--- src/design/core_pkg.sv ---
package core_pkg;

  localparam int XLEN = 32;

  typedef logic [XLEN-1:0] word_t;
  typedef logic [31:0]     inst_t;
  typedef logic [4:0]      reg_addr_t;

  // Major opcodes of the supported subset
  localparam logic [6:0] OPC_OP     = 7'b0110011;
  localparam logic [6:0] OPC_OP_IMM = 7'b0010011;
  localparam logic [6:0] OPC_LUI    = 7'b0110111;
  localparam logic [6:0] OPC_LOAD   = 7'b0000011;
  localparam logic [6:0] OPC_STORE  = 7'b0100011;
  localparam logic [6:0] OPC_BRANCH = 7'b1100011;
  localparam logic [6:0] OPC_JAL    = 7'b1101111;

  typedef enum logic [2:0] {
    ALU_ADD,
    ALU_SUB,
    ALU_AND,
    ALU_OR,
    ALU_XOR,
    ALU_SLT,
    ALU_PASS_B
  } alu_op_e;

  // Operand source for the EX stage
  typedef enum logic [1:0] {
    FWD_NONE,
    FWD_EXMEM,
    FWD_MEMWB
  } fwd_sel_e;

  typedef struct packed {
    alu_op_e alu_op;
    logic    alu_src_imm;
    logic    reg_we;
    logic    mem_read;
    logic    mem_write;
    logic    is_branch;
    logic    branch_ne;
    logic    is_jal;
  } ctrl_t;

  typedef struct packed {
    logic  valid;
    word_t pc;
    inst_t inst;
  } ifid_t;

  typedef struct packed {
    logic      valid;
    word_t     pc;
    ctrl_t     ctrl;
    reg_addr_t rs1_addr;
    reg_addr_t rs2_addr;
    reg_addr_t rd;
    word_t     rs1_val;
    word_t     rs2_val;
    word_t     imm;
  } idex_t;

  typedef struct packed {
    logic      valid;
    ctrl_t     ctrl;
    reg_addr_t rd;
    word_t     result;
    word_t     store_data;
  } exmem_t;

  // reg_we here is already cleared for rd == x0
  typedef struct packed {
    logic      valid;
    logic      reg_we;
    reg_addr_t rd;
    word_t     value;
  } memwb_t;

endpackage

--- src/design/register_file.sv ---
`timescale 1ns/1ps

module register_file (
  input  logic                i_clk,
  input  logic                i_rst_n,
  input  logic                i_we,
  input  core_pkg::reg_addr_t i_waddr,
  input  core_pkg::word_t     i_wdata,
  input  core_pkg::reg_addr_t i_rs1_addr,
  input  core_pkg::reg_addr_t i_rs2_addr,
  output core_pkg::word_t     o_rs1_data,
  output core_pkg::word_t     o_rs2_data
);

  core_pkg::word_t regs [32];
  logic            wr_en;

  // x0 is never written
  assign wr_en = i_we && (i_waddr != '0);

  always_ff @(posedge i_clk) begin
    if (!i_rst_n) begin
      for (int i = 0; i < 32; i++) begin
        regs[i] <= '0;
      end
    end else if (wr_en) begin
      regs[i_waddr] <= i_wdata;
    end
  end

  // Write-through so decode sees the value retiring this cycle
  function automatic core_pkg::word_t read_port(
    input core_pkg::reg_addr_t addr,
    input logic                we,
    input core_pkg::reg_addr_t waddr,
    input core_pkg::word_t     wdata,
    input core_pkg::word_t     stored
  );
    if (addr == '0) begin
      return '0;
    end
    if (we && (waddr == addr)) begin
      return wdata;
    end
    return stored;
  endfunction

  assign o_rs1_data = read_port(i_rs1_addr, wr_en, i_waddr, i_wdata, regs[i_rs1_addr]);
  assign o_rs2_data = read_port(i_rs2_addr, wr_en, i_waddr, i_wdata, regs[i_rs2_addr]);

endmodule

--- config.mk ---
export PLATFORM = sky130hd
export DESIGN_NAME = register_file
export DESIGN_NICKNAME = d
export VERILOG_FILES = /design/src/design/core_pkg.sv /design/src/design/register_file.sv
export SDC_FILE = /design/constraint.sdc
export NUM_CORES = 2
export LEC_CHECK = 0
export BUFFER_PORTS_ARGS = -buffer_cell sky130_fd_sc_hd__buf_2
export CORE_UTILIZATION = 45
export DETAILED_ROUTE_END_ITERATION = 16
export GPL_TIMING_DRIVEN = 0
export PLACE_DENSITY_LB_ADDON = 0.2
export SYNTH_ARGS = -nofsm -noshare
export SYNTH_HDL_FRONTEND = slang
export SYNTH_SLANG_ARGS = --single-unit
--- constraint.sdc ---
create_clock -name i_clk -period 12.53 [get_ports i_clk]
set_input_delay 2.506 -clock i_clk [delete_from_list [all_inputs] [get_ports i_clk]]
set_output_delay 2.506 -clock i_clk [all_outputs]
set_load 0.01 [all_outputs]
After elaboration in Yosys (flattened, before gate mapping)
Memories as Yosys holds them, arrays and structs flattened.
Cells that the tools add are included.
Storage, ports and cells
  flip-flop bits (word level): 0
  RAM bits: 1024
  input port bits: 50
  output and inout bits: 64
  logic and storage cells: 31
  memories: 1
Cells by class
  eq/ne operators: 2
  mux-type cells: 21
  reduce and logical (&&, ||, !) cells: 7
Memories
  regs: words 32, width 32, read ports 2, clocked after memory_dff 0, write ports 32, RTL line register_file.sv:15  | core_pkg::word_t regs [32];
Operators by type and width (count)
  $mux 32: 9
  $reduce_or 32->1: 1
  $mux 1: 11
  $eq 5x5->1: 2
  $logic_not 5->1: 2
  $mux 5: 1
  $reduce_bool 5->1: 1
  $logic_and 1x1->1: 3

Depth between registers and ports, before layout
  depth after elaboration: 7
  mapped depth: 10
  gate-level depth less buffers: 5

Worst setup path before layout
No wires, ideal clock.
  path kind: input to output
  start point: in i_rs2_addr[0]
  end point: out o_rs2_data[10]
  arrival time: 4254 ps
  required time: 10024 ps
  setup slack: 5770 ps
  stages: 8
  cell sequence: buf_2 -> buf_6 -> buf_6 -> buf_2 -> mux4_2 -> a22oi_1 -> nand2_1 -> a32o_1
On the way
  word-level cells in the longest chain between the ends: 6
  elaborated cells between the ends (all ways): 10
  those cells by class: eq/ne: 1; mux: 6; reduce/logical: 2; memory: 1
RTL lines
  start: declaration: RTL line register_file.sv:10  | input core_pkg::reg_addr_t i_rs2_addr,
  parallel branches: the longest is 5 deep, another holds $mem_v2 32x32
  $mux 32 (*): RTL line register_file.sv:42  | if (we && (waddr == addr)) begin
  end: declaration: RTL line register_file.sv:12  | output core_pkg::word_t o_rs2_data
Mark *: on every way between the ends. The select of a mux whose other input is x is not followed.

Worst setup path in the final report
  start point: in i_rs1_addr[2]
  end point: out o_rs1_data[0]
On the way
  word-level cells in the longest chain between the ends: 6
  elaborated cells between the ends (all ways): 10
  those cells by class: eq/ne: 1; mux: 6; reduce/logical: 2; memory: 1
RTL lines
  start: declaration: RTL line register_file.sv:9  | input core_pkg::reg_addr_t i_rs1_addr,
  parallel branches: the longest is 5 deep, another holds $mem_v2 32x32
  $mux 32 (*): RTL line register_file.sv:42
  end: declaration: RTL line register_file.sv:11  | output core_pkg::word_t o_rs1_data,
Marks and branches as above.

==> qor.yml <==
status:
  status: "finished with violations"
  violations: "capacitance limit, slew limit"
power_and_ir_drop:
  total_power_uw: 8901
  power.leakage_uw: 0.02233
  power_density_mw_per_mm2: 140.0
  peakVddDrop_uv: 118.9
detailed_routing:
  drtIter0Drc: 7086
  drcViolationCount: 0
  wl_per_cell_um: 42.27
  vias: 40330
  postRouteAntennaNets: 0
  drt-vias-per-instance: 6.776
  first_pass_iters: 6
  wl_mm: 251.6
logic_synthesis:
  ys_ff_latch: 1024
  synth_seq_area_share_pct: 55.16
  synth.avg_cell_area_um2: 14.20
  synth_top_area_cell: "edfxtp_1"
  netlist_area_mm2: 0.05575
  synth_edf_count: 1024
  yosysWarnings: 0
  syn_inst: 3927
  ys_types: 65
  yosysTopAreaCellShare_pct: 55.16
  synth.area.top_cells: "edfxtp_1 55%, mux4_2 15%, and2_1 11%"
  synth-main-ff-cell: "edfxtp_1"
  async_flop_share_pct: 0
clock_network:
  post_cts_resized: 0
  tritoncts.num_buffers: 116
  cts_max_path_buffers: 3
  clkTransAtPathRegs_ns: 0.06
  postCtsHoldBufs: 0
  post_cts_buffers: 0
  cts.sinks: 1024
  root_buffer: "clkbuf_16"
  cts_tree: "yes"
  cts_htree_levels: 3
place:
  place_congestion: 1.026
  dp.cells: 5730
  dp_hpwl_mm: 182.3
  io_buffers: 105
layout:
  largest_register_ffs: 1024
  final_common_cell: "edfxtp_1"
  final_cell_mix: "1024 x edfxtp_1, 963 x and2_1, 359 x mux4_2"
  top_regs: "regs (1024)"
  stdcell_count: 5952
  fin_nets: 4273
  fin_util_pct: 51.97
  syn_to_final_growth_pct: 14.07
  largest_register: "regs"
  drive_gt1_share_pct: 21.19
worst_hold_path:
  hp-class: "input pin to flip-flop"
die:
  die_w_um: 354.0
  die-area_mm2: 0.1253
  rows: 128
  core_area_mm2: 0.1224
  start_util_pct: 45.56
  boundaryPins: 114
  fp.dieH_um: 354.0
timing:
  hold_viol: 0
  holdWs_ns: 2.168
  post-route-period-util_pct: 73.21
  drv_slew: 21
  slew_headroom_pct: -7.949
  setup_viol: 0
  fmax_mhz: 109.0
  timing.final.crit_period_ns: 9.174
  grt_setup_unrepaired: "false"
  tns_ns: 0
  tightest_slew_ns: 1.619
critical_path:
  startpoint_type: "input pin"
  cp_data_required_time_ns: 10.02
  arrival_ns: 6.67
  critical_path_class: "input pin to primary output"
  end_kind: "primary output"
  cp_max_fo: 10
global_route:
  grt_antenna_before_repair: 24
  grt_max_degree: 22
  grt_overflow: 0
  grt_first_pass_wirelength_mm: 331.9
  gr-usage-all-layers_pct: 39.79
  first_global_vias: 38040
run:
  cap_violations: 3
[path summary, 6_finish.rpt]
check	cells after the start	start	slack (ns)	endpoint
setup / recovery	10	i_rs1_addr[2]	3.36	o_rs1_data[0]
hold / removal	2	i_wdata[17]	2.17	regs[5][17]
[per-layer routing]
layer / part of all wire [%] / track usage (%) / vias up
li1: - / - / 15660
met1: 38 / 53.78 / 20800
met2: 42 / 56.72 / 3238
met3: 14 / 13.33 / 622
met4: 6.2 / 21.17 / 12
met5: 0.033 / 0 / -
[power breakdown]
group | internal, uW | switching [uW]
clock network | 1990 | 1540
logic | 451 | 859
registers | 3960 | 101
total | 6400 | 2500
[per-stage QoR]
stage	cell area, um2	setup slack [ns]
finish	63590	3.356
global route	63580	3.550
CTS	63580	3.678
floorplan	55870	5.770
global placement	58430	1.662
detailed placement	59760	3.677
[area by class of cell]
type	count	area [um2]
diodes	5	12.51
clock inverters	78	780.7
inverters	5	18.77
well taps	1625	2033
fillers	10360	58760
clock buffers	139	3032
plain buffers	428	2064
flip-flops and latches	1024	30750
multi-input cells	2501	23400
repair buffers	147	1500
[kinds of logic (layout without fill, tap and decap cells)]
family / Yosys count / after routing / share of synthesized area (%)
buffers and inverters: 433 / 797 / 3.723
DFF: 1024 / 1024 / 55.16
and+or+nand+nor: 1271 / 1271 / 13.37
xor gates and xnor gates: 10 / 10 / 0.1571
other: 1 / 37 / 0.006726
AOI/OAI and AO/OA: 449 / 449 / 5.822
muxes: 739 / 739 / 21.76
[Yosys cell counts, types with 7 or more instances]
cell          n
nor3_1       48
a211oi_1     42
a21oi_1      73
nor2b_1       7
buf_2        58
o22ai_1      52
nand2b_1      7
buf_4        24
buf_6        28
edfxtp_1   1024
a32o_1       32
mux2_2       67
clkbuf_1    295
mux4_1        8
o221ai_1     36
xnor2_1       8
a211o_1       8
nand4_1       8
nor2_1       66
and2_1      963
a22oi_1      62
a22o_1       10
mux4_2      359
a2111oi_0    18
buf_1        17
and3_1       17
o21ai_0      62
a221oi_1     23
mux2i_1     303
nand2_1     124
[critical path: stages]
cell and delay, ns:
buf_2 0.19, buf_2 0.45, buf_2 0.48, buf_2 0.67, buf_2 0.66, o22ai_1 0.12, o21ai_0 0.64, a221oi_1 0.19
o32ai_1 0.42, buf_2 0.26
No activity file was read; power rests on OpenSTA's default activity.
