**config.mk**
```make
export PLATFORM = sky130hd
export DESIGN_NAME = decode_unit
export DESIGN_NICKNAME = d
export VERILOG_FILES = /design/src/design/core_pkg.sv /design/src/design/decode_unit.sv
export SDC_FILE = /design/constraint.sdc
export NUM_CORES = 1
export LEC_CHECK = 0
export BUFFER_PORTS_ARGS = -buffer_cell sky130_fd_sc_hd__buf_2
export CAP_MARGIN = 30
export CORE_AREA = 2 2 116 118
export CTS_BUF_LIST = sky130_fd_sc_hd__clkbuf_8
export DETAILED_ROUTE_END_ITERATION = 7
export DIE_AREA = 0 0 118 120
export PLACE_DENSITY_LB_ADDON = 0.08
export SLEW_MARGIN = 5
export SYNTH_ARGS = -nofsm -noshare
export SYNTH_HDL_FRONTEND = slang
export SYNTH_SLANG_ARGS = --single-unit
```
**constraint.sdc**
```tcl
create_clock -name i_clk -period 1.36 [get_ports i_clk]
set_clock_uncertainty 0.05 [all_clocks]
set_input_delay 0.068 -clock i_clk [delete_from_list [all_inputs] [get_ports i_clk]]
set_output_delay 0.068 -clock i_clk [all_outputs]
set_load 0.005 [all_outputs]
```
**src/design/core_pkg.sv**
```systemverilog
package core_pkg;

  localparam int XLEN = 32;

  typedef logic [XLEN-1:0] word_t;
  typedef logic [31:0]     inst_t;
  typedef logic [4:0]      reg_addr_t;

  // Major opcodes of the supported subset
  localparam logic [6:0] OPC_OP     = 7'b0110011;
  localparam logic [6:0] OPC_OP_IMM = 7'b0010011;
  localparam logic [6:0] OPC_LUI    = 7'b0110111;
  localparam logic [6:0] OPC_LOAD   = 7'b0000011;
  localparam logic [6:0] OPC_STORE  = 7'b0100011;
  localparam logic [6:0] OPC_BRANCH = 7'b1100011;
  localparam logic [6:0] OPC_JAL    = 7'b1101111;

  typedef enum logic [2:0] {
    ALU_ADD,
    ALU_SUB,
    ALU_AND,
    ALU_OR,
    ALU_XOR,
    ALU_SLT,
    ALU_PASS_B
  } alu_op_e;

  // Operand source for the EX stage
  typedef enum logic [1:0] {
    FWD_NONE,
    FWD_EXMEM,
    FWD_MEMWB
  } fwd_sel_e;

  typedef struct packed {
    alu_op_e alu_op;
    logic    alu_src_imm;
    logic    reg_we;
    logic    mem_read;
    logic    mem_write;
    logic    is_branch;
    logic    branch_ne;
    logic    is_jal;
  } ctrl_t;

  typedef struct packed {
    logic  valid;
    word_t pc;
    inst_t inst;
  } ifid_t;

  typedef struct packed {
    logic      valid;
    word_t     pc;
    ctrl_t     ctrl;
    reg_addr_t rs1_addr;
    reg_addr_t rs2_addr;
    reg_addr_t rd;
    word_t     rs1_val;
    word_t     rs2_val;
    word_t     imm;
  } idex_t;

  typedef struct packed {
    logic      valid;
    ctrl_t     ctrl;
    reg_addr_t rd;
    word_t     result;
    word_t     store_data;
  } exmem_t;

  // reg_we here is already cleared for rd == x0
  typedef struct packed {
    logic      valid;
    logic      reg_we;
    reg_addr_t rd;
    word_t     value;
  } memwb_t;

endpackage

```
**src/design/decode_unit.sv**
```systemverilog
`timescale 1ns/1ps

module decode_unit (
  input  logic                i_clk,
  input  logic                i_rst_n,
  input  core_pkg::ifid_t     i_ifid,
  input  core_pkg::word_t     i_rs1_data,
  input  core_pkg::word_t     i_rs2_data,
  input  logic                i_stall,
  input  logic                i_flush,
  output core_pkg::reg_addr_t o_rs1_addr,
  output core_pkg::reg_addr_t o_rs2_addr,
  output core_pkg::idex_t     o_idex
);

  core_pkg::inst_t inst;
  core_pkg::ctrl_t ctrl;
  core_pkg::word_t imm;
  core_pkg::word_t imm_i;
  core_pkg::word_t imm_s;
  core_pkg::word_t imm_b;
  core_pkg::word_t imm_u;
  core_pkg::word_t imm_j;
  logic            use_rs1;
  logic            use_rs2;
  core_pkg::idex_t idex_q;

  assign inst  = i_ifid.inst;
  assign imm_i = {{20{inst[31]}}, inst[31:20]};
  assign imm_s = {{20{inst[31]}}, inst[31:25], inst[11:7]};
  assign imm_b = {{19{inst[31]}}, inst[31], inst[7], inst[30:25], inst[11:8], 1'b0};
  assign imm_u = {inst[31:12], 12'b0};
  assign imm_j = {{11{inst[31]}}, inst[31], inst[19:12], inst[20], inst[30:21], 1'b0};

  // Anything outside the subset stays a no-op
  always_comb begin
    ctrl        = '0;
    ctrl.alu_op = core_pkg::ALU_ADD;
    imm         = imm_i;
    use_rs1     = 1'b0;
    use_rs2     = 1'b0;
    case (inst[6:0])
      core_pkg::OPC_OP: begin
        ctrl.reg_we = 1'b1;
        use_rs1     = 1'b1;
        use_rs2     = 1'b1;
        // funct7 and funct3 together
        case ({inst[31:25], inst[14:12]})
          10'b0000000_000: ctrl.alu_op = core_pkg::ALU_ADD;
          10'b0100000_000: ctrl.alu_op = core_pkg::ALU_SUB;
          10'b0000000_111: ctrl.alu_op = core_pkg::ALU_AND;
          10'b0000000_110: ctrl.alu_op = core_pkg::ALU_OR;
          10'b0000000_100: ctrl.alu_op = core_pkg::ALU_XOR;
          10'b0000000_010: ctrl.alu_op = core_pkg::ALU_SLT;
          default: begin
            ctrl.reg_we = 1'b0;
            use_rs1     = 1'b0;
            use_rs2     = 1'b0;
          end
        endcase
      end
      core_pkg::OPC_OP_IMM: begin
        // ADDI only
        if (inst[14:12] == 3'b000) begin
          ctrl.alu_src_imm = 1'b1;
          ctrl.reg_we      = 1'b1;
          use_rs1          = 1'b1;
        end
      end
      core_pkg::OPC_LUI: begin
        ctrl.alu_op      = core_pkg::ALU_PASS_B;
        ctrl.alu_src_imm = 1'b1;
        ctrl.reg_we      = 1'b1;
        imm              = imm_u;
      end
      core_pkg::OPC_LOAD: begin
        if (inst[14:12] == 3'b010) begin
          ctrl.alu_src_imm = 1'b1;
          ctrl.reg_we      = 1'b1;
          ctrl.mem_read    = 1'b1;
          use_rs1          = 1'b1;
        end
      end
      core_pkg::OPC_STORE: begin
        if (inst[14:12] == 3'b010) begin
          ctrl.alu_src_imm = 1'b1;
          ctrl.mem_write   = 1'b1;
          imm              = imm_s;
          use_rs1          = 1'b1;
          use_rs2          = 1'b1;
        end
      end
      core_pkg::OPC_BRANCH: begin
        // BEQ is 000, BNE is 001
        if (inst[14:13] == 2'b00) begin
          ctrl.is_branch = 1'b1;
          ctrl.branch_ne = inst[12];
          imm            = imm_b;
          use_rs1        = 1'b1;
          use_rs2        = 1'b1;
        end
      end
      core_pkg::OPC_JAL: begin
        ctrl.is_jal = 1'b1;
        ctrl.reg_we = 1'b1;
        imm         = imm_j;
      end
      default: begin
      end
    endcase
  end

  // Unused sources read as x0 so they never match a hazard
  assign o_rs1_addr = (i_ifid.valid && use_rs1) ? inst[19:15] : '0;
  assign o_rs2_addr = (i_ifid.valid && use_rs2) ? inst[24:20] : '0;

  always_ff @(posedge i_clk) begin
    if (!i_rst_n) begin
      idex_q.valid <= 1'b0;
    end else begin
      idex_q.valid <= i_ifid.valid && !i_stall && !i_flush;
    end
  end

  always_ff @(posedge i_clk) begin
    idex_q.pc       <= i_ifid.pc;
    idex_q.ctrl     <= ctrl;
    idex_q.rs1_addr <= o_rs1_addr;
    idex_q.rs2_addr <= o_rs2_addr;
    idex_q.rd       <= inst[11:7];
    idex_q.rs1_val  <= i_rs1_data;
    idex_q.rs2_val  <= i_rs2_data;
    idex_q.imm      <= imm;
  end

  assign o_idex = idex_q;

endmodule

```
======== Word-level counts from Yosys, hierarchy flattened ========
Index checks and enable logic that the tools add are counted.
Widths: inputs -> output; s select.
storage, ports and cells
  bits in registers ....................... 154
  latch bits .............................. 0
  memory bits (writable) .................. 0
  memory bits (read-only) ................. 0
  bits of input ports ..................... 133
  output and inout port bits .............. 164
  memories ................................ 0
operators by class
  add/subtract/negate cells ............... 0
  multipliers ............................. 0
  div/mod/pow operators ................... 0
  magnitude comparators ................... 0
  equality and inequality tests ........... 13
  shifts and indexed selects .............. 0
  multiplexer cells ....................... 19
  bitwise operators ....................... 0
  reductions and logical operators ........ 13
operator list
  cell                 number
  $pmux 31 s4          1
  $eq 10x3->1 const B  3
  $eq 7x6->1 const B   3
  $mux 5               3
  $pmux 3 s5           1
  $eq 7x7->1 const B   2
  $mux 12              1
  $pmux 1 s4           3
  $eq 10x2->1 const B  1
  $eq 10x9->1 const B  1
  $logic_not 10->1     1
  $eq 7x2->1 const B   1
  $eq 7x5->1 const B   1
  $pmux 3 s2           1
  $reduce_or 6->1      1
  $mux 1               5
  $logic_and 1x1->1    4
  $mux 2               2
  $reduce_or 2->1      2
  $eq 3x2->1 const B   1
  $logic_not 3->1      1
  $mux 3               1
  $pmux 1 s3           1
  $logic_not 1->1      2
  other kinds (2)      2

======== Logic depth before layout (Yosys ltp) ========
  depth in word-level cells ............... 6
  mapped depth ............................ 6

======== Worst setup path after synthesis ========
Ideal clock, no wire load.
  kind .................................... input port to flip-flop
  from .................................... input port i_ifid[6] in the netlist's numbering
  to ...................................... register idex_q (netlist bit o_idex[102])
  arrival time ............................ 1230 ps
  path slack .............................. -33 ps
  cell stages on the path ................. 5
  path buffers ............................ 1
  path through ............................ buf_4 -> nor4b_2 -> o211ai_2 -> o21a_1 -> nor3b_1
on the way
  word-level cells in the longest chain between the ends .. 4
  elaborated cells on any way between the ends .. 6
  classes of those cells .................. eq/ne (3); mux (2); reduce/logical (1)
RTL lines
  what                                      RTL line            RTL
  start: declaration                        decode_unit.sv:6    input core_pkg::ifid_t i_ifid,
  $eq 7x7->1 or $eq 7x6->1 (tied branches)  decode_unit.sv:42   case (inst[6:0])
  $pmux 1 s3 (*)                            decode_unit.sv:42
  $logic_and 1x1->1 (*)                     decode_unit.sv:115  assign o_rs2_addr = (i_ifid.valid && use_rs2) ? inst[24:20] : '0;
  $mux 5 (*)                                decode_unit.sv:115
  named net o_rs2_addr[1]                   decode_unit.sv:12   output core_pkg::reg_addr_t o_rs2_addr,
  end: declaration                          decode_unit.sv:26   core_pkg::idex_t idex_q;
The timed path passes the listed nets; every way through them passes the cells marked *.
A chain may end at the register's enable or synchronous reset.

======== Final worst setup path ========
  from .................................... input port i_ifid[3] in the netlist's numbering
  to ...................................... output port o_rs2_addr[1]
on the way
  word-level cells in the longest chain between the ends .. 4
  elaborated cells on any way between the ends .. 6
  classes of those cells .................. eq/ne (3); mux (2); reduce/logical (1)
RTL lines
  what                                      RTL line
  $eq 7x7->1 or $eq 7x6->1 (tied branches)  decode_unit.sv:42
  $pmux 1 s3 (*)                            decode_unit.sv:42
  $logic_and 1x1->1 (*)                     decode_unit.sv:115
  $mux 5 (*)                                decode_unit.sv:115
  end: declaration                          decode_unit.sv:12
Every way passes the cells marked *; elsewhere a longest branch is shown, timed or not.

==> flow_metrics.tcl <==
set metrics [dict create \
    status "complete, but fails checks" \
    violations "setup timing" \
    min_period_ps 1400 \
    maxCapViolCount 0 \
    via_per_inst 4.18 \
    nFillCells 1077 \
    seq_area_frac_synth_pct 78.6 \
    grt_start_max_net_pins 17 \
    cts.sinks 154 \
    die_x_um 118 \
    hpwl_mm 9.84 \
    start_util_pct 30.2 \
    route.detailed.drc 0 \
    slowest_stage "and4bb_2" \
    numCtsBuffers 17 \
    p_leak_uw 0.00386 \
    synthCells 285 \
    critPathLaunch "i_ifid[3]" \
    ys_ff_latch 154 \
    cts_root_buf "clkbuf_8" \
    synth_top_area_share_pct 78.6 \
    place_inst 788 \
    slew_headroom_pct 61.0 \
    yosysTopAreaCell "dfxtp_1" \
    worst_pin_slew_ps 584 \
    setup_slack_ps -38.7 \
    endpoint "o_rs2_addr[1]" \
    grt_pass1_vias 4176 \
    crit_path_cell_trace "buf_6, and4bb_2, nand4_1, o21a_4, nor3b_2, buf_2" \
    hold_viol 0 \
    layout_common_cells "buf_2, dfxtp_1, dlygate4sd3_1, buf_4" \
    max_stage_delay_ps 330 \
    fmax_ghz 0.715 \
    area_growth_pct 98.5 \
    final_cells 953 \
    synth_ff_type "dfxtp_1" \
    first_pass_iters 4 \
    cts_tree "built" \
    period_share_pct 103 \
    num_io_pins 297 \
    peakVddDrop_mv 0.519 \
    core-area_um2 13000 \
    drive_gt1_share_pct 51.2 \
    rsz0062_at_grt "yes" \
    wl_per_cell_um 15.3 \
    htreeDepth 4 \
    clkTransAtPathRegs_ps 70 \
    finalSetupTns_ps -212 \
    largest_reg_flops 154 \
    antenna_found_initial 1 \
    nets 896 \
    hold_class "in2reg" \
    avgSynthCellArea_um2 13.8 \
    drt_iter0_drc 143 \
    crit_path_end_kind "output pin" \
    dieArea_um2 14200 \
    async_flop_share_pct 0 \
    cp_max_fo 5 \
    gp_congestion 0.804 \
    ant_nets 0 \
    synth_cell_types 44 \
    grt_pass1_wl_mm 22.2 \
    synth_edf_count 0 \
    grtUsageTotal_pct 20.4 \
    critPathLaunchType "input port" \
    worstPathArrival_ps 1280 \
    synth.net_count 418 \
    cts.path.max_buffers 2 \
    numPortBuffers 296 \
    yosys-top-cells-area "dfxtp_1, a21o_1, and2_1, nand3_1, nor3_1" \
    finalPower_uw 9300 \
    fin_hold_ws_ps 58.4 \
    wirelength_mm 14.6 \
    dieHeight_um 120 \
    holdPathStages 4 \
    vias 3988 \
    critPathKind "in2out" \
    mostFrequentLayoutCell "buf_2" \
    required_ps 1240 \
    slew_viol_final 0 \
    fp-row-count 42 \
    gr-total-overflow 0 \
    finalSetupViolations 8 \
    power_density_nw_per_um2 1200 \
    synth_area_um2 3920 \
    yosysWarningCount 0 \
]
-- worst min path at each step --
| stage | startpoint | to | slack, ps |
|---|---|---|---|
| global placement | i_ifid[49] | o_idex[138] | 120 |
| detailed placement | i_rs2_data[22] | o_idex[54] | 120 |
| CTS | i_ifid[1] | o_idex[0] | 30 |
| floorplan | i_ifid[11] | o_idex[100] | 50 |
| global route | i_ifid[1] | o_idex[0] | 50 |
| finish | i_ifid[13] | o_idex[118] | 60 |
-- report_power, final --
part	leakage (uW)	internal [uW]	switching, uW
Combinational	0.00236	648	388
Sequential	0.00129	4720	51.2
Clock	0.000208	1800	1690
-- worst max-delay path: cells and delay by family --
kind / cells / cell delay (ps)
AOI/OAI and AO/OA: 1 / 310
and+or+nand+nor: 3 / 680
buffers and inverters: 2 / 230
-- per-layer routing --
metal	up-vias	GRT usage, %	part of all wire, %
li1	1918	-	-
met1	1865	20.9	38
met2	172	37.3	53
met3	33	6.37	6.5
met4	0	10.9	3.2
met5	-	0	0
-- synthesized netlist by cell type, types with 4 or more instances --
master    number
dfxtp_1      154
clkbuf_1       5
nand3b_1       4
a21oi_1        6
nor3_1         7
nand2_1        5
nand2b_1       4
o21a_1         4
nor2_1         5
inv_1          8
and2_1         8
a21o_1        20
nand4_1        4
o21ai_1        5
nand3_1       10
-- stage by stage --
stage	instance area [um2]	util, %	setup WS, ps
6_report	7780	60.0	-38.7
5_1_grt	7780	60.0	-128
4_1_cts	7720	59.5	-31.6
3_5_place_dp	5890	45.4	-222
3_3_place_gp	5890	45.4	-169
2_1_floorplan	3920	-	-32.5
-- cell families after synthesis --
kind of cell | Yosys count | share of synthesized area (%)
AND/OR/NAND/NOR | 65 | 10.3
multiplexers | 1 | 0.255
flip-flops | 154 | 78.6
buffers and inverters | 18 | 2.07
AO/OA/AOI/OAI | 46 | 8.49
XOR/XNOR | 1 | 0.223
-- timing repair --
| action | CTS | global route |
|---|---|---|
| pin swaps | 10 | 4 |
| resized for setup | 23 | 9 |
| cloned | 0 | 0 |
| hold buffers | 129 | 0 |
| buffers inserted | 2 | 1 |
| setup endpoints to repair | 10 | 11 |
| hold endpoints to repair | 150 | 0 |
-- layout make-up --
| cell class | count | area (um2) | share of cell area [%] |
|---|---|---|---|
| repair buffers | 469 | 3150 | 40.4 |
| flip-flops and latches | 154 | 3080 | 39.6 |
| multi-input cells | 113 | 891 | 11.4 |
| clock buffers | 20 | 275 | 3.54 |
| well taps | 176 | 220 | 2.83 |
| clock inverters | 12 | 136 | 1.75 |
| inverters | 8 | 30.0 | 0.386 |
| diodes | 1 | 2.50 | 0.0321 |
Note: power is estimated with default switching activity, not from simulation.
