$ cat src/design/core_pkg.sv
package core_pkg;

  localparam int XLEN = 32;

  typedef logic [XLEN-1:0] word_t;
  typedef logic [31:0]     inst_t;
  typedef logic [4:0]      reg_addr_t;

  // Major opcodes of the supported subset
  localparam logic [6:0] OPC_OP     = 7'b0110011;
  localparam logic [6:0] OPC_OP_IMM = 7'b0010011;
  localparam logic [6:0] OPC_LUI    = 7'b0110111;
  localparam logic [6:0] OPC_LOAD   = 7'b0000011;
  localparam logic [6:0] OPC_STORE  = 7'b0100011;
  localparam logic [6:0] OPC_BRANCH = 7'b1100011;
  localparam logic [6:0] OPC_JAL    = 7'b1101111;

  typedef enum logic [2:0] {
    ALU_ADD,
    ALU_SUB,
    ALU_AND,
    ALU_OR,
    ALU_XOR,
    ALU_SLT,
    ALU_PASS_B
  } alu_op_e;

  // Operand source for the EX stage
  typedef enum logic [1:0] {
    FWD_NONE,
    FWD_EXMEM,
    FWD_MEMWB
  } fwd_sel_e;

  typedef struct packed {
    alu_op_e alu_op;
    logic    alu_src_imm;
    logic    reg_we;
    logic    mem_read;
    logic    mem_write;
    logic    is_branch;
    logic    branch_ne;
    logic    is_jal;
  } ctrl_t;

  typedef struct packed {
    logic  valid;
    word_t pc;
    inst_t inst;
  } ifid_t;

  typedef struct packed {
    logic      valid;
    word_t     pc;
    ctrl_t     ctrl;
    reg_addr_t rs1_addr;
    reg_addr_t rs2_addr;
    reg_addr_t rd;
    word_t     rs1_val;
    word_t     rs2_val;
    word_t     imm;
  } idex_t;

  typedef struct packed {
    logic      valid;
    ctrl_t     ctrl;
    reg_addr_t rd;
    word_t     result;
    word_t     store_data;
  } exmem_t;

  // reg_we here is already cleared for rd == x0
  typedef struct packed {
    logic      valid;
    logic      reg_we;
    reg_addr_t rd;
    word_t     value;
  } memwb_t;

endpackage

$ cat src/design/hazard_unit.sv
`timescale 1ns/1ps

module hazard_unit (
  input  core_pkg::idex_t     i_idex,
  input  core_pkg::exmem_t    i_exmem,
  input  core_pkg::memwb_t    i_memwb,
  input  core_pkg::reg_addr_t i_rs1_addr,
  input  core_pkg::reg_addr_t i_rs2_addr,
  input  logic                i_take,
  output logic                o_stall,
  output logic                o_flush,
  output core_pkg::fwd_sel_e  o_fwd_a,
  output core_pkg::fwd_sel_e  o_fwd_b
);

  logic load_use;

  // Youngest writer first
  function automatic core_pkg::fwd_sel_e pick_fwd(
    input core_pkg::reg_addr_t src,
    input core_pkg::exmem_t    exmem,
    input core_pkg::memwb_t    memwb
  );
    if (exmem.valid && exmem.ctrl.reg_we && (exmem.rd != '0) && (exmem.rd == src)) begin
      return core_pkg::FWD_EXMEM;
    end
    if (memwb.valid && memwb.reg_we && (memwb.rd == src)) begin
      return core_pkg::FWD_MEMWB;
    end
    return core_pkg::FWD_NONE;
  endfunction

  assign o_fwd_a = pick_fwd(i_idex.rs1_addr, i_exmem, i_memwb);
  assign o_fwd_b = pick_fwd(i_idex.rs2_addr, i_exmem, i_memwb);

  // Load data only exists after MEM, so the consumer waits one cycle
  assign load_use = i_idex.valid && i_idex.ctrl.mem_read && (i_idex.rd != '0) &&
                    ((i_idex.rd == i_rs1_addr) || (i_idex.rd == i_rs2_addr));

  assign o_flush = i_take;
  assign o_stall = load_use && !i_take;

endmodule

$ cat config.mk
export PLATFORM = sky130hd
export DESIGN_NAME = hazard_unit
export DESIGN_NICKNAME = d
export VERILOG_FILES = /design/src/design/core_pkg.sv /design/src/design/hazard_unit.sv
export SDC_FILE = /design/constraint.sdc
export NUM_CORES = 1
export LEC_CHECK = 0
export BUFFER_PORTS_ARGS = -buffer_cell sky130_fd_sc_hd__buf_2
export CAP_MARGIN = 0
export CELL_PAD_IN_SITES_DETAIL_PLACEMENT = 1
export CELL_PAD_IN_SITES_GLOBAL_PLACEMENT = 1
export CORE_AREA = 2 2 113 115
export DETAILED_ROUTE_END_ITERATION = 8
export DIE_AREA = 0 0 115 117
export GPL_TIMING_DRIVEN = 0
export PLACE_DENSITY = 0.95
export SLEW_MARGIN = 20
export SYNTH_ARGS = -nofsm -noshare
export SYNTH_HDL_FRONTEND = slang
export SYNTH_SLANG_ARGS = --single-unit
$ cat constraint.sdc
create_clock -name vclk -period 2.85
set_input_delay 0.1425 -clock vclk [all_inputs]
set_output_delay 0.1425 -clock vclk [all_outputs]
set_load 0.02 [all_outputs]
* Word-level counts from Yosys, hierarchy flattened
Cells that the tools add are included.
** Operators by class
- Add/sub/neg operators :: 0
- Multipliers :: 0
- Div/mod/pow operators :: 0
- Magnitude comparators :: 0
- Equality and inequality tests :: 6
- Shift-type cells :: 0
- Multiplexer cells :: 14
- Bitwise operators :: 0
- Reduce and logical (&&, ||, !) cells :: 15
** Operator list (number)
- == test 5 bit :: 6
- 2-to-1 mux 2 bit :: 8
- logical AND 1 bit :: 11
- nonzero test 5 bit :: 2
- 2-to-1 mux 1 bit :: 6
- logical NOT 1 bit :: 1
- logical OR 1 bit :: 1
** Word-level totals
- Bits in registers :: 0
- Latch bits :: 0
- Bits in writable memories :: 0
- Memory bits (read-only) :: 0
- Input port bits :: 284
- Output and inout bits :: 6
- Logic and storage cells :: 35
- Memories :: 0

* Logic depth before layout (Yosys ltp)
Gate-level depths: netlist of run 1.
- Depth after elaboration :: 7
- Mapped depth :: 4

* Least setup slack after synthesis of run 1
No wires, ideal clock.
- Path type :: input port to output port
- Start :: input port i_exmem[67] (netlist name)
- End :: output port o_fwd_a[1]
- Arrival :: 1.730 ns
- Required time :: 2.707 ns
- Path slack :: 0.977 ns
- Stages :: 4
- Path buffers :: 0
- Path through :: or4_1 > o211ai_2 > nor4_1 > nor4_1
** On the way
- Cells in the longest elaborated chain, start to end :: 5
- Elaborated cells on any way between the ends :: 6
- Classes of those cells :: eq/ne (1); mux (2); reduce/logical (3)
** RTL lines
- start, declared :: RTL line hazard_unit.sv:5 : input core_pkg::exmem_t i_exmem,
- nonzero test 5 bit :: RTL line hazard_unit.sv:24 : if (exmem.valid && exmem.ctrl.reg_we && (exmem.rd != '0) && (exmem.rd == src)) begin
- logical AND 1 bit :: RTL line hazard_unit.sv:24
- logical AND 1 bit * :: RTL line hazard_unit.sv:24
- 2-to-1 mux 1 bit * :: RTL line hazard_unit.sv:24
- 2-to-1 mux 2 bit * :: RTL line hazard_unit.sv:27 : if (memwb.valid && memwb.reg_we && (memwb.rd == src)) begin
- end, declared :: RTL line hazard_unit.sv:12 : output core_pkg::fwd_sel_e o_fwd_a,
Mark *: on every way between the ends. The rest lies on a longest branch, timed or not.

* Worst setup path after layout of run 1
- Start :: input port i_exmem[67] (netlist name)
- End :: output port o_fwd_b[1]
** On the way
- Cells in the longest elaborated chain, start to end :: 5
- Elaborated cells on any way between the ends :: 6
- Classes of those cells :: eq/ne (1); mux (2); reduce/logical (3)
** RTL lines
- nonzero test 5 bit :: RTL line hazard_unit.sv:24
- logical AND 1 bit :: RTL line hazard_unit.sv:24
- logical AND 1 bit * :: RTL line hazard_unit.sv:24
- 2-to-1 mux 1 bit * :: RTL line hazard_unit.sv:24
- 2-to-1 mux 2 bit * :: RTL line hazard_unit.sv:27
- end, declared :: RTL line hazard_unit.sv:13 : output core_pkg::fwd_sel_e o_fwd_b
Marks and branches as above.

==> summary.txt, run 1 <==
Final layout
  – Antenna diode count: 0
  – Seq cells: 0
  – # clk buffers: 0
  – Layout cells sized above 1: 0.5051
  – Fillers: 1517
  – Area Growth Syn to Fin: 110.7%
  – Reg area: 0 µm²
  – Nets: 385
  – Footprint of the multi-input gates: 379.1 µm²

Route
  – Met2 wire len: 1.152 mm
  – Antenna viol nets, final: 0
  – DR WL met3: 39 µm
  – Max layer used: met3
  – WL per Instance: 9.080 µm
  – Post-route DRC violation count: 0
  – DRT Wirelength: 2.261 mm
  – M1 WL: 1.070 mm
  – Drt first pass iters: 2
  – DRT iter0 DRCs: 6
  – Vias per inst: 2.177
  – Via count: 542

Min path
  – Min-delay src: i_take
  – Worst Hold Depth: 3
  – Hold WC Path Type: input port to output port
  – WHS Endpoint: o_flush

Synth
  – Count of cell types in the netlist: 13
  – Post-Syn Area: 386.6 µm²
  – Top cell type by total area after synthesis: xnor2_1
  – Top post-synthesis cells by count: xnor2_1, xor2_1, nand3_1, nor4_1
  – Synth area leaders: xnor2_1, xor2_1, nor4_1
  – Synth Area in Compound Gates: 0.05825
  – Syn Area/Cell: 7.581 µm²
  – Gate Count Post-Synth: 51
  – Most common cell in the synthesized netlist: xnor2_1
  – Top-area cell type share of the netlist area: 0.4078
  – Adder-cell area share of the yosys netlist: 0
  – Largest family of logic cells by synthesized area: XOR/XNOR gates
  – Synthesized Nets: 335
  – Simple-gate area share of the yosys netlist: 0.2427
  – Synth warn: 0
  – Post-Synth XOR/XNOR Area: 0.6796
  – Register area share after synthesis: 0
  – Mux share of post-synthesis cell area: 0

Place
  – Port Buffers: 48
  – Placer Congestion: 0.6184

Die
  – Die H: 117 µm
  – Row count: 41
  – Core box area: 12310 µm²
  – Initial core utilization: 0.03140
  – I/O pin cnt: 290
  – Die X: 115 µm
  – Die area: 13460 µm²

Setup path
  – Crit. End Element: output port
  – Crit-path max FO: 3
  – Worst Path Arrival: 1.64 ns
  – Worst Path Required: 2.71 ns
  – Kind of start point of the critical path: input port
  – Critical path type: input port to output port

STA
  – Final setup violation count: 0
  – Worst slew pin tran: 0.6844 ns
  – RSZ-0062 raised after global routing: false
  – Crit share post-route: 0.6257
  – Fin. Hold Viols: 0
  – Fin. max-slew vios: 0
  – Setup TNS: 0 ns
  – Fin crit period: 1.783 ns
  – Max Freq: 560.7 MHz
  – Slew margin rel.: 0.5395

Status
  – Outcome: complete, no violations

Global routing
  – Pin count of the biggest net entering global routing: 4
  – GRT Residual Overflow: 0
  – Initial antenna violation count: 0
  – First-pass GRT wire length: 3.153 mm
  – Gr usage total: 0.03206
  – Vias in the first global route: 558

Power
  – Overall Power: 0.09445 mW
  – Peak VDD IR: 22.75 µV
  – LEAKAGE: 0.3104 nW
  – Cell area power density: 116.0 nW/µm²

CTS
  – Post-CTS Resized: 0
  – CTS Hold Bufs: 0
  – Post CTS Setup Buffer Count: 0

Flow run
  – Maximum Capacitance Violations: 0
==> kinds of logic after synthesis <==
kind of cell	after synthesis
buffers and inverters	1
AOI/OAI and AO/OA	3
xor gates and xnor gates	30
and+or+nand+nor	17
==> cell type report <==
| class | instances | area share |
|---|---|---|
| buffer | 1 | 0.009217 |
| tap | 150 | 0.2304 |
| timing repair buffer | 48 | 0.2949 |
| multi-input combinational | 50 | 0.4654 |
==> critical path: stages <==
cell and delay (ns):
buf_2 0.13, or4_1 0.55, o211ai_2 0.19, nor4_1 0.14, nor4_1 0.28, buf_2 0.21
==> metrics by stage <==
step           utilization  hold slack, ns  instance area (µm²)  cells  setup WS, ns
6_report           0.06616          0.6055                814.5    249         1.067
5_1_grt            0.06616          0.6282                814.5    249        0.9347
4_1_cts            0.06616          0.6082                814.5    249         1.039
3_5_place_dp       0.06616          0.6082                814.5    249         1.044
3_3_place_gp       0.06616          0.6081                814.5    249         1.037
2_1_floorplan            -          0.3976                386.6     51        0.9774
==> routing by layer <==
layer	up-vias	track usage
li1	274	-
met1	250	0.04589
met2	18	0.05765
met3	0	0.0005149
met4	0	0
met5	-	0
==> cell usage in the layout, fill, tap and decap left out <==
| cell | instances |
|---|---|
| xor2_1 | 12 |
| xnor2_1 | 18 |
| nand3_1 | 4 |
| nand2_1 | 2 |
| a21oi_1 | 1 |
| nor3_1 | 2 |
| nor2_1 | 1 |
| o21ai_0 | 1 |
| buf_4 | 1 |
| o211ai_2 | 1 |
| nand4_1 | 2 |
| buf_2 | 48 |
| or4_1 | 2 |
| nor4_1 | 4 |
==> report_power, final <==
part	leakage (nW)	switching [mW]	internal (mW)	total, mW
clock network	0	0	0	0
registers	0	0	0	0
logic	0.310	0.0449	0.0495	0.0945
total	0.310	0.0449	0.0495	0.0945
==> worst max-delay path by stage <==
stage               slack [ns]   startpoint         end
finish                    1.07  i_exmem[67]  o_fwd_b[1]
global route              0.93  i_exmem[67]  o_fwd_b[1]
CTS                       1.04  i_exmem[67]  o_fwd_b[1]
detailed placement        1.04  i_exmem[67]  o_fwd_b[1]
global placement          1.04  i_exmem[67]  o_fwd_a[1]
floorplan                 0.98  i_exmem[67]  o_fwd_a[1]
No activity file was read; power rests on OpenSTA's default activity.
==> run 2, diff against run 1 <==
--- a/config.mk
+++ b/config.mk
@@ -5,6 +5,7 @@
 export SDC_FILE = /design/constraint.sdc
 export NUM_CORES = 1
 export LEC_CHECK = 0
+export ABC_AREA = 1
 export BUFFER_PORTS_ARGS = -buffer_cell sky130_fd_sc_hd__buf_2
 export CAP_MARGIN = 0
 export CELL_PAD_IN_SITES_DETAIL_PLACEMENT = 1
==> constraint.sdc (replaced) <==
create_clock -name vclk -period 1.5
set_input_delay 0.075 -clock vclk [all_inputs]
set_output_delay 0.075 -clock vclk [all_outputs]
set_load 0.02 [all_outputs]
==> run 2 against run 1 <==
Compared with the run above: cell area is 21% higher; via count is 61% higher; combinational power rose by 120%; count of clock-buffer cells in the layout did not move; largest cell class unchanged.
==> summary.txt, run 2 <==
STA
  – Max Freq: 1005 MHz
  – Slew margin rel.: 0.8784
  – Final setup violation count: 0
  – Fin. Hold Viols: 0
  – Crit share post-route: 0.6636
  – Final setup margin: 0.5046 ns
  – Fin crit period: 0.9954 ns
  – Fin. max-slew vios: 0
  – RSZ-0062 raised after global routing: false
  – Setup TNS: 0 ns
  – Worst slew pin tran: 0.1810 ns

Die
  – I/O pin cnt: 290
  – Die area: 13460 µm²
  – Initial core utilization: 0.04482
  – Die H: 117 µm
  – Core box area: 12310 µm²
  – Row count: 41
  – Die X: 115 µm

CTS
  – Post CTS Setup Buffer Count: 0
  – CTS Hold Bufs: 0
  – Post-CTS Resized: 0

Global routing
  – First-pass GRT wire length: 3.898 mm
  – Initial antenna violation count: 1
  – GRT Residual Overflow: 0
  – Pin count of the biggest net entering global routing: 6
  – Gr usage total: 0.03640
  – Vias in the first global route: 896

Synth
  – Adder-cell area share of the yosys netlist: 0
  – Count of cell types in the netlist: 16
  – Synth Area in Compound Gates: 0.05669
  – Synth warn: 0
  – Gate Count Post-Synth: 122
  – Post-Synth XOR/XNOR Area: 0.1746
  – Simple-gate area share of the yosys netlist: 0.5714
  – Syn Area/Cell: 4.523 µm²
  – Post-Syn Area: 551.8 µm²
  – Mux share of post-synthesis cell area: 0
  – Top cell type by total area after synthesis: nand2_1
  – Largest family of logic cells by synthesized area: simple AND/OR/NAND/NOR gates
  – Register area share after synthesis: 0
  – Top-area cell type share of the netlist area: 0.3061
  – Top post-synthesis cells by count: nand2_1, nor2_1, inv_1
  – Most common cell in the synthesized netlist: nand2_1
  – Synth area leaders: nand2_1, nor2_1, inv_1
  – Synthesized Nets: 406

Route
  – Max layer used: met3
  – Antenna viol nets, final: 0
  – Via count: 874
  – Post-route DRC violation count: 0
  – Vias per inst: 2.723
  – M1 WL: 1.098 mm
  – Drt first pass iters: 4
  – DR WL met3: 230 µm
  – DRT iter0 DRCs: 18
  – DRT Wirelength: 2.596 mm
  – WL per Instance: 8.087 µm
  – Met2 wire len: 1.267 mm

Final layout
  – Post-route cell area: 982.2 µm²
  – Most common cell after layout, fill and taps aside: buf_2
  – Layout cells sized above 1: 0.3471
  – Post-Layout Cell Count: 321
  – Reg area: 0 µm²
  – # clk buffers: 0
  – Fillers: 1568
  – Seq cells: 0
  – Nets: 456
  – Most frequent cells in the layout: buf_2, nand2_1, nor2_1
  – Area Growth Syn to Fin: 78.00%

Setup path
  – Kind of start point of the critical path: input port
  – Worst Path Required: 1.42 ns
  – Worst Path Arrival: 0.92 ns
  – CP peak stage delay: 0.18 ns
  – Critical path type: input port to output port
  – Cell Chain, Critical Path: buf_2, inv_2, nand2_1, nand2_1, nor2_1, nand3_1, a21oi_1, buf_2
  – Crit-path max FO: 3
  – Crit. End Element: output port
  – Worst path slowest cell: buf_2

Power
  – Seq pwr share: 0
  – NetSw: 0.1135 mW
  – Overall Power: 0.2050 mW
  – Cell area power density: 208.7 nW/µm²
  – Int Power: 0.09149 mW
  – Comb power frac: 1.000
  – LEAKAGE: 0.5566 nW
  – Clock share of power: 0
  – Peak VDD IR: 51.09 µV
  – Switching share of power: 0.5536

Place
  – Cell count after placement: 320
  – Placer Congestion: 0.7299
  – HPWL after DPL: 2.499 mm
  – Place WS: 0.4732 ns
  – Port Buffers: 48
  – Area of placed instances: 979.7 µm²

Min path
  – Min-delay src: i_take
  – WHS Endpoint: o_flush
  – Worst Hold Depth: 3
  – Hold WC Path Type: input port to output port

Status
  – Outcome: complete, no violations

Flow run
  – Maximum Capacitance Violations: 0
run 2: logic make-up after synthesis:
group / after synthesis
AOI/OAI and AO/OA: 6
buffers and inverters: 28
and+or+nand+nor: 77
xor gates and xnor gates: 11
run 2: how the worst max path moves through the flow:
stage | startpoint | to | depth (start not counted)
floorplan | i_idex[109] | o_fwd_a[1] | 7
finish | i_idex[100] | o_stall | 8
detailed placement | i_idex[106] | o_fwd_a[1] | 9
CTS | i_idex[106] | o_fwd_a[1] | 9
global route | i_memwb[37] | o_fwd_b[1] | 8
global placement | i_idex[103] | o_fwd_b[1] | 9
run 2: layout make-up:
type                       count  area [µm²]  share of cell area
buffer                         1       7.507            0.007643
multi-input combinational     94       442.9              0.4510
timing repair buffer          48       240.2              0.2446
tap                          150       187.7              0.1911
inverter                      27       101.3              0.1032
antenna                        1       2.502            0.002548
run 2: power groups by stage:
stage               combinational (mW)    clock [mW]  sequential [mW]
global route                     0.235             0                0
floorplan                        0.101             0                0
global placement                 0.201             0                0
detailed placement               0.209             0                0
CTS                              0.210             0                0
finish                           0.205  0.0000000891                0
run 2: worst max-delay path: cells and delay by family:
kind | cells | cell delay [ns]
and+or+nand+nor | 4 | 0.36
buffers and inverters | 3 | 0.34
AOI/OAI and AO/OA | 1 | 0.15
run 2: per-stage QoR:
step                utilization  hold slack, ns
global placement        0.07957          0.4693
detailed placement      0.07957          0.4819
global route            0.07957          0.4977
finish                  0.07978          0.4822
CTS                     0.07957          0.4826
floorplan                     -          0.2626
run 2: layer usage:
layer | global-route usage | vias to the layer above
li1 | - | 459
met1 | 0.04465 | 378
met2 | 0.07020 | 37
met3 | 0.006694 | 0
met4 | 0 | 0
met5 | 0 | -
==> run 3, diff against run 2 <==
==> constraint.sdc (replaced) <==
create_clock -name vclk -period 0.9
set_input_delay 0.045 -clock vclk [all_inputs]
set_output_delay 0.045 -clock vclk [all_outputs]
set_load 0.02 [all_outputs]
==> run 3 against run 2 <==
Compared with the run above: sequential share of layout area unchanged; combinational power increased by 120%; setup slack worse by 0.50 ns; non-clock buffer count is the same; largest cell class unchanged.
==> summary.txt, run 3 (same netlist as run 2, synthesis figures left out) <==
Global routing
  – Met2 Use GR: 0.07216
  – Gr usage total: 0.03705
  – GRT Residual Overflow: 0
  – First-pass GRT wire length: 3.974 mm
  – Vias in the first global route: 897
  – Pin count of the biggest net entering global routing: 6
  – GR Util met1: 0.04589
  – Top Usage Layer GRT: met2
  – Met3 global-route usage: 0.005149
  – Initial antenna violation count: 0

CTS
  – Post CTS Setup Buffer Count: 0
  – CTS Hold Bufs: 0

Setup path
  – Crit. End Element: output port
  – CP top delay family: simple AND/OR/NAND/NOR gates
  – Worst Path Arrival: 0.85 ns
  – CP Buf/Inv Count: 3
  – Kind of start point of the critical path: input port
  – Critical path type: input port to output port
  – CP peak stage delay: 0.15 ns
  – Crit-path max FO: 3
  – Worst Path Required: 0.85 ns
  – Cell Chain, Critical Path: buf_8, inv_4, nand2_2, nand2_1, nor2_2, nand3_2, nor2_4, nor2_1, buf_4
  – Worst path slowest cell: buf_4

Min path
  – Min-delay src: i_take
  – WHS Endpoint: o_flush
  – Hold WC Path Type: input port to output port
  – Worst Hold Depth: 3

Place
  – Area of placed instances: 979.7 µm²
  – Port Buffers: 48
  – Cell count after placement: 320
  – HPWL after DPL: 2.499 mm
  – Placer Congestion: 0.7299

Final layout
  – Seq cells: 0
  – Nets: 456
  – Area Growth Syn to Fin: 117.0%
  – Post-route cell area: 1197 µm²
  – # clk buffers: 0
  – Most frequent cells in the layout: nand2_1, buf_2, nor2_1
  – Antenna diode count: 0
  – Most common cell after layout, fill and taps aside: nand2_1
  – Utilization after layout: 0.09726
  – Post-Layout Cell Count: 320
  – Layout cells sized above 1: 0.5059
  – Reg area: 0 µm²

Route
  – WL per Instance: 8.875 µm
  – Vias per inst: 2.750
  – Antenna viol nets, final: 0
  – DRT Wirelength: 2.840 mm
  – Drt first pass iters: 2
  – Via count: 880
  – Post-route DRC violation count: 0
  – DRT iter0 DRCs: 16

Die
  – Die H: 117 µm
  – Die X: 115 µm
  – Initial core utilization: 0.04482
  – Die area: 13460 µm²
  – I/O pin cnt: 290
  – Row count: 41
  – Core box area: 12310 µm²

Power
  – Seq pwr share: 0
  – Cell area power density: 380.4 nW/µm²
  – Int Power: 0.2295 mW
  – NetSw: 0.2259 mW
  – Switching share of power: 0.4961
  – Overall Power: 0.4555 mW
  – LEAKAGE: 0.6072 nW
  – Peak VDD IR: 105.6 µV
  – Comb power frac: 1.000
  – Clock share of power: 0

STA
  – Slew margin rel.: 0.8407
  – Fin. Hold Viols: 0
  – Crit share post-route: 0.9905
  – RSZ-0062 raised after global routing: true
  – Worst slew pin tran: 0.2373 ns
  – Fin crit period: 0.8914 ns
  – Max Freq: 1122 MHz
  – Final setup violation count: 0
  – Fin. max-slew vios: 0

Flow run
  – Maximum Capacitance Violations: 0

Status
  – Outcome: complete, no violations
-- run 3: power groups by stage --
stage          Sequential, mW  Clock [mW]  Combinational, mW
2_1_floorplan               0           0              0.168
3_3_place_gp                0           0              0.335
3_5_place_dp                0           0              0.348
4_1_cts                     0           0              0.387
5_1_grt                     0           0              0.507
6_report                    0           0              0.455
-- run 3: area by class of cell --
class | count | area [µm²]
well taps | 150 | 187.7
multi-input cells | 94 | 511.7
inverters | 27 | 106.4
fillers | 1541 | 11110
repair buffers | 48 | 384.1
plain buffers | 1 | 7.507
-- run 3: repair_timing --
item,4_1_cts,5_1_grt
endpoints found under the setup margin,5,5
gates resized for setup,28,45
pin swaps,14,29
-- run 3: per-layer routing --
layer | wire (µm) | share of wire
met5 | 0 | 0
met4 | 0 | 0
met3 | 209 | 0.074
met2 | 1477 | 0.52
met1 | 1154 | 0.41
-- run 3: worst max-delay path by stage --
stage	from	endpoint	slack [ns]	cells after the start
after floorplan	i_idex[109]	o_fwd_a[1]	0.14	7
after global placement	i_idex[103]	o_fwd_b[1]	-0.03	9
after detailed placement	i_idex[106]	o_fwd_a[1]	-0.07	9
after CTS	i_exmem[64]	o_fwd_a[1]	-0.05	8
after global routing	i_idex[103]	o_fwd_b[1]	-0.06	9
final	i_exmem[66]	o_fwd_b[1]	0.009	9
-- run 3: tightest hold or removal path: cells and delay by family --
family,cells,cell delay (ns)
buf+inv,3,0.32
-- run 3: through the flow --
stage	setup slack (ns)	TNS (ns)	hold slack, ns
global placement	-0.03128	-0.1019	0.4093
global route	-0.05835	-0.1092	0.4377
detailed placement	-0.06676	-0.2256	0.4219
finish	0.008577	0	0.4190
floorplan	0.1433	0	0.2026
CTS	-0.05429	-0.1023	0.4226
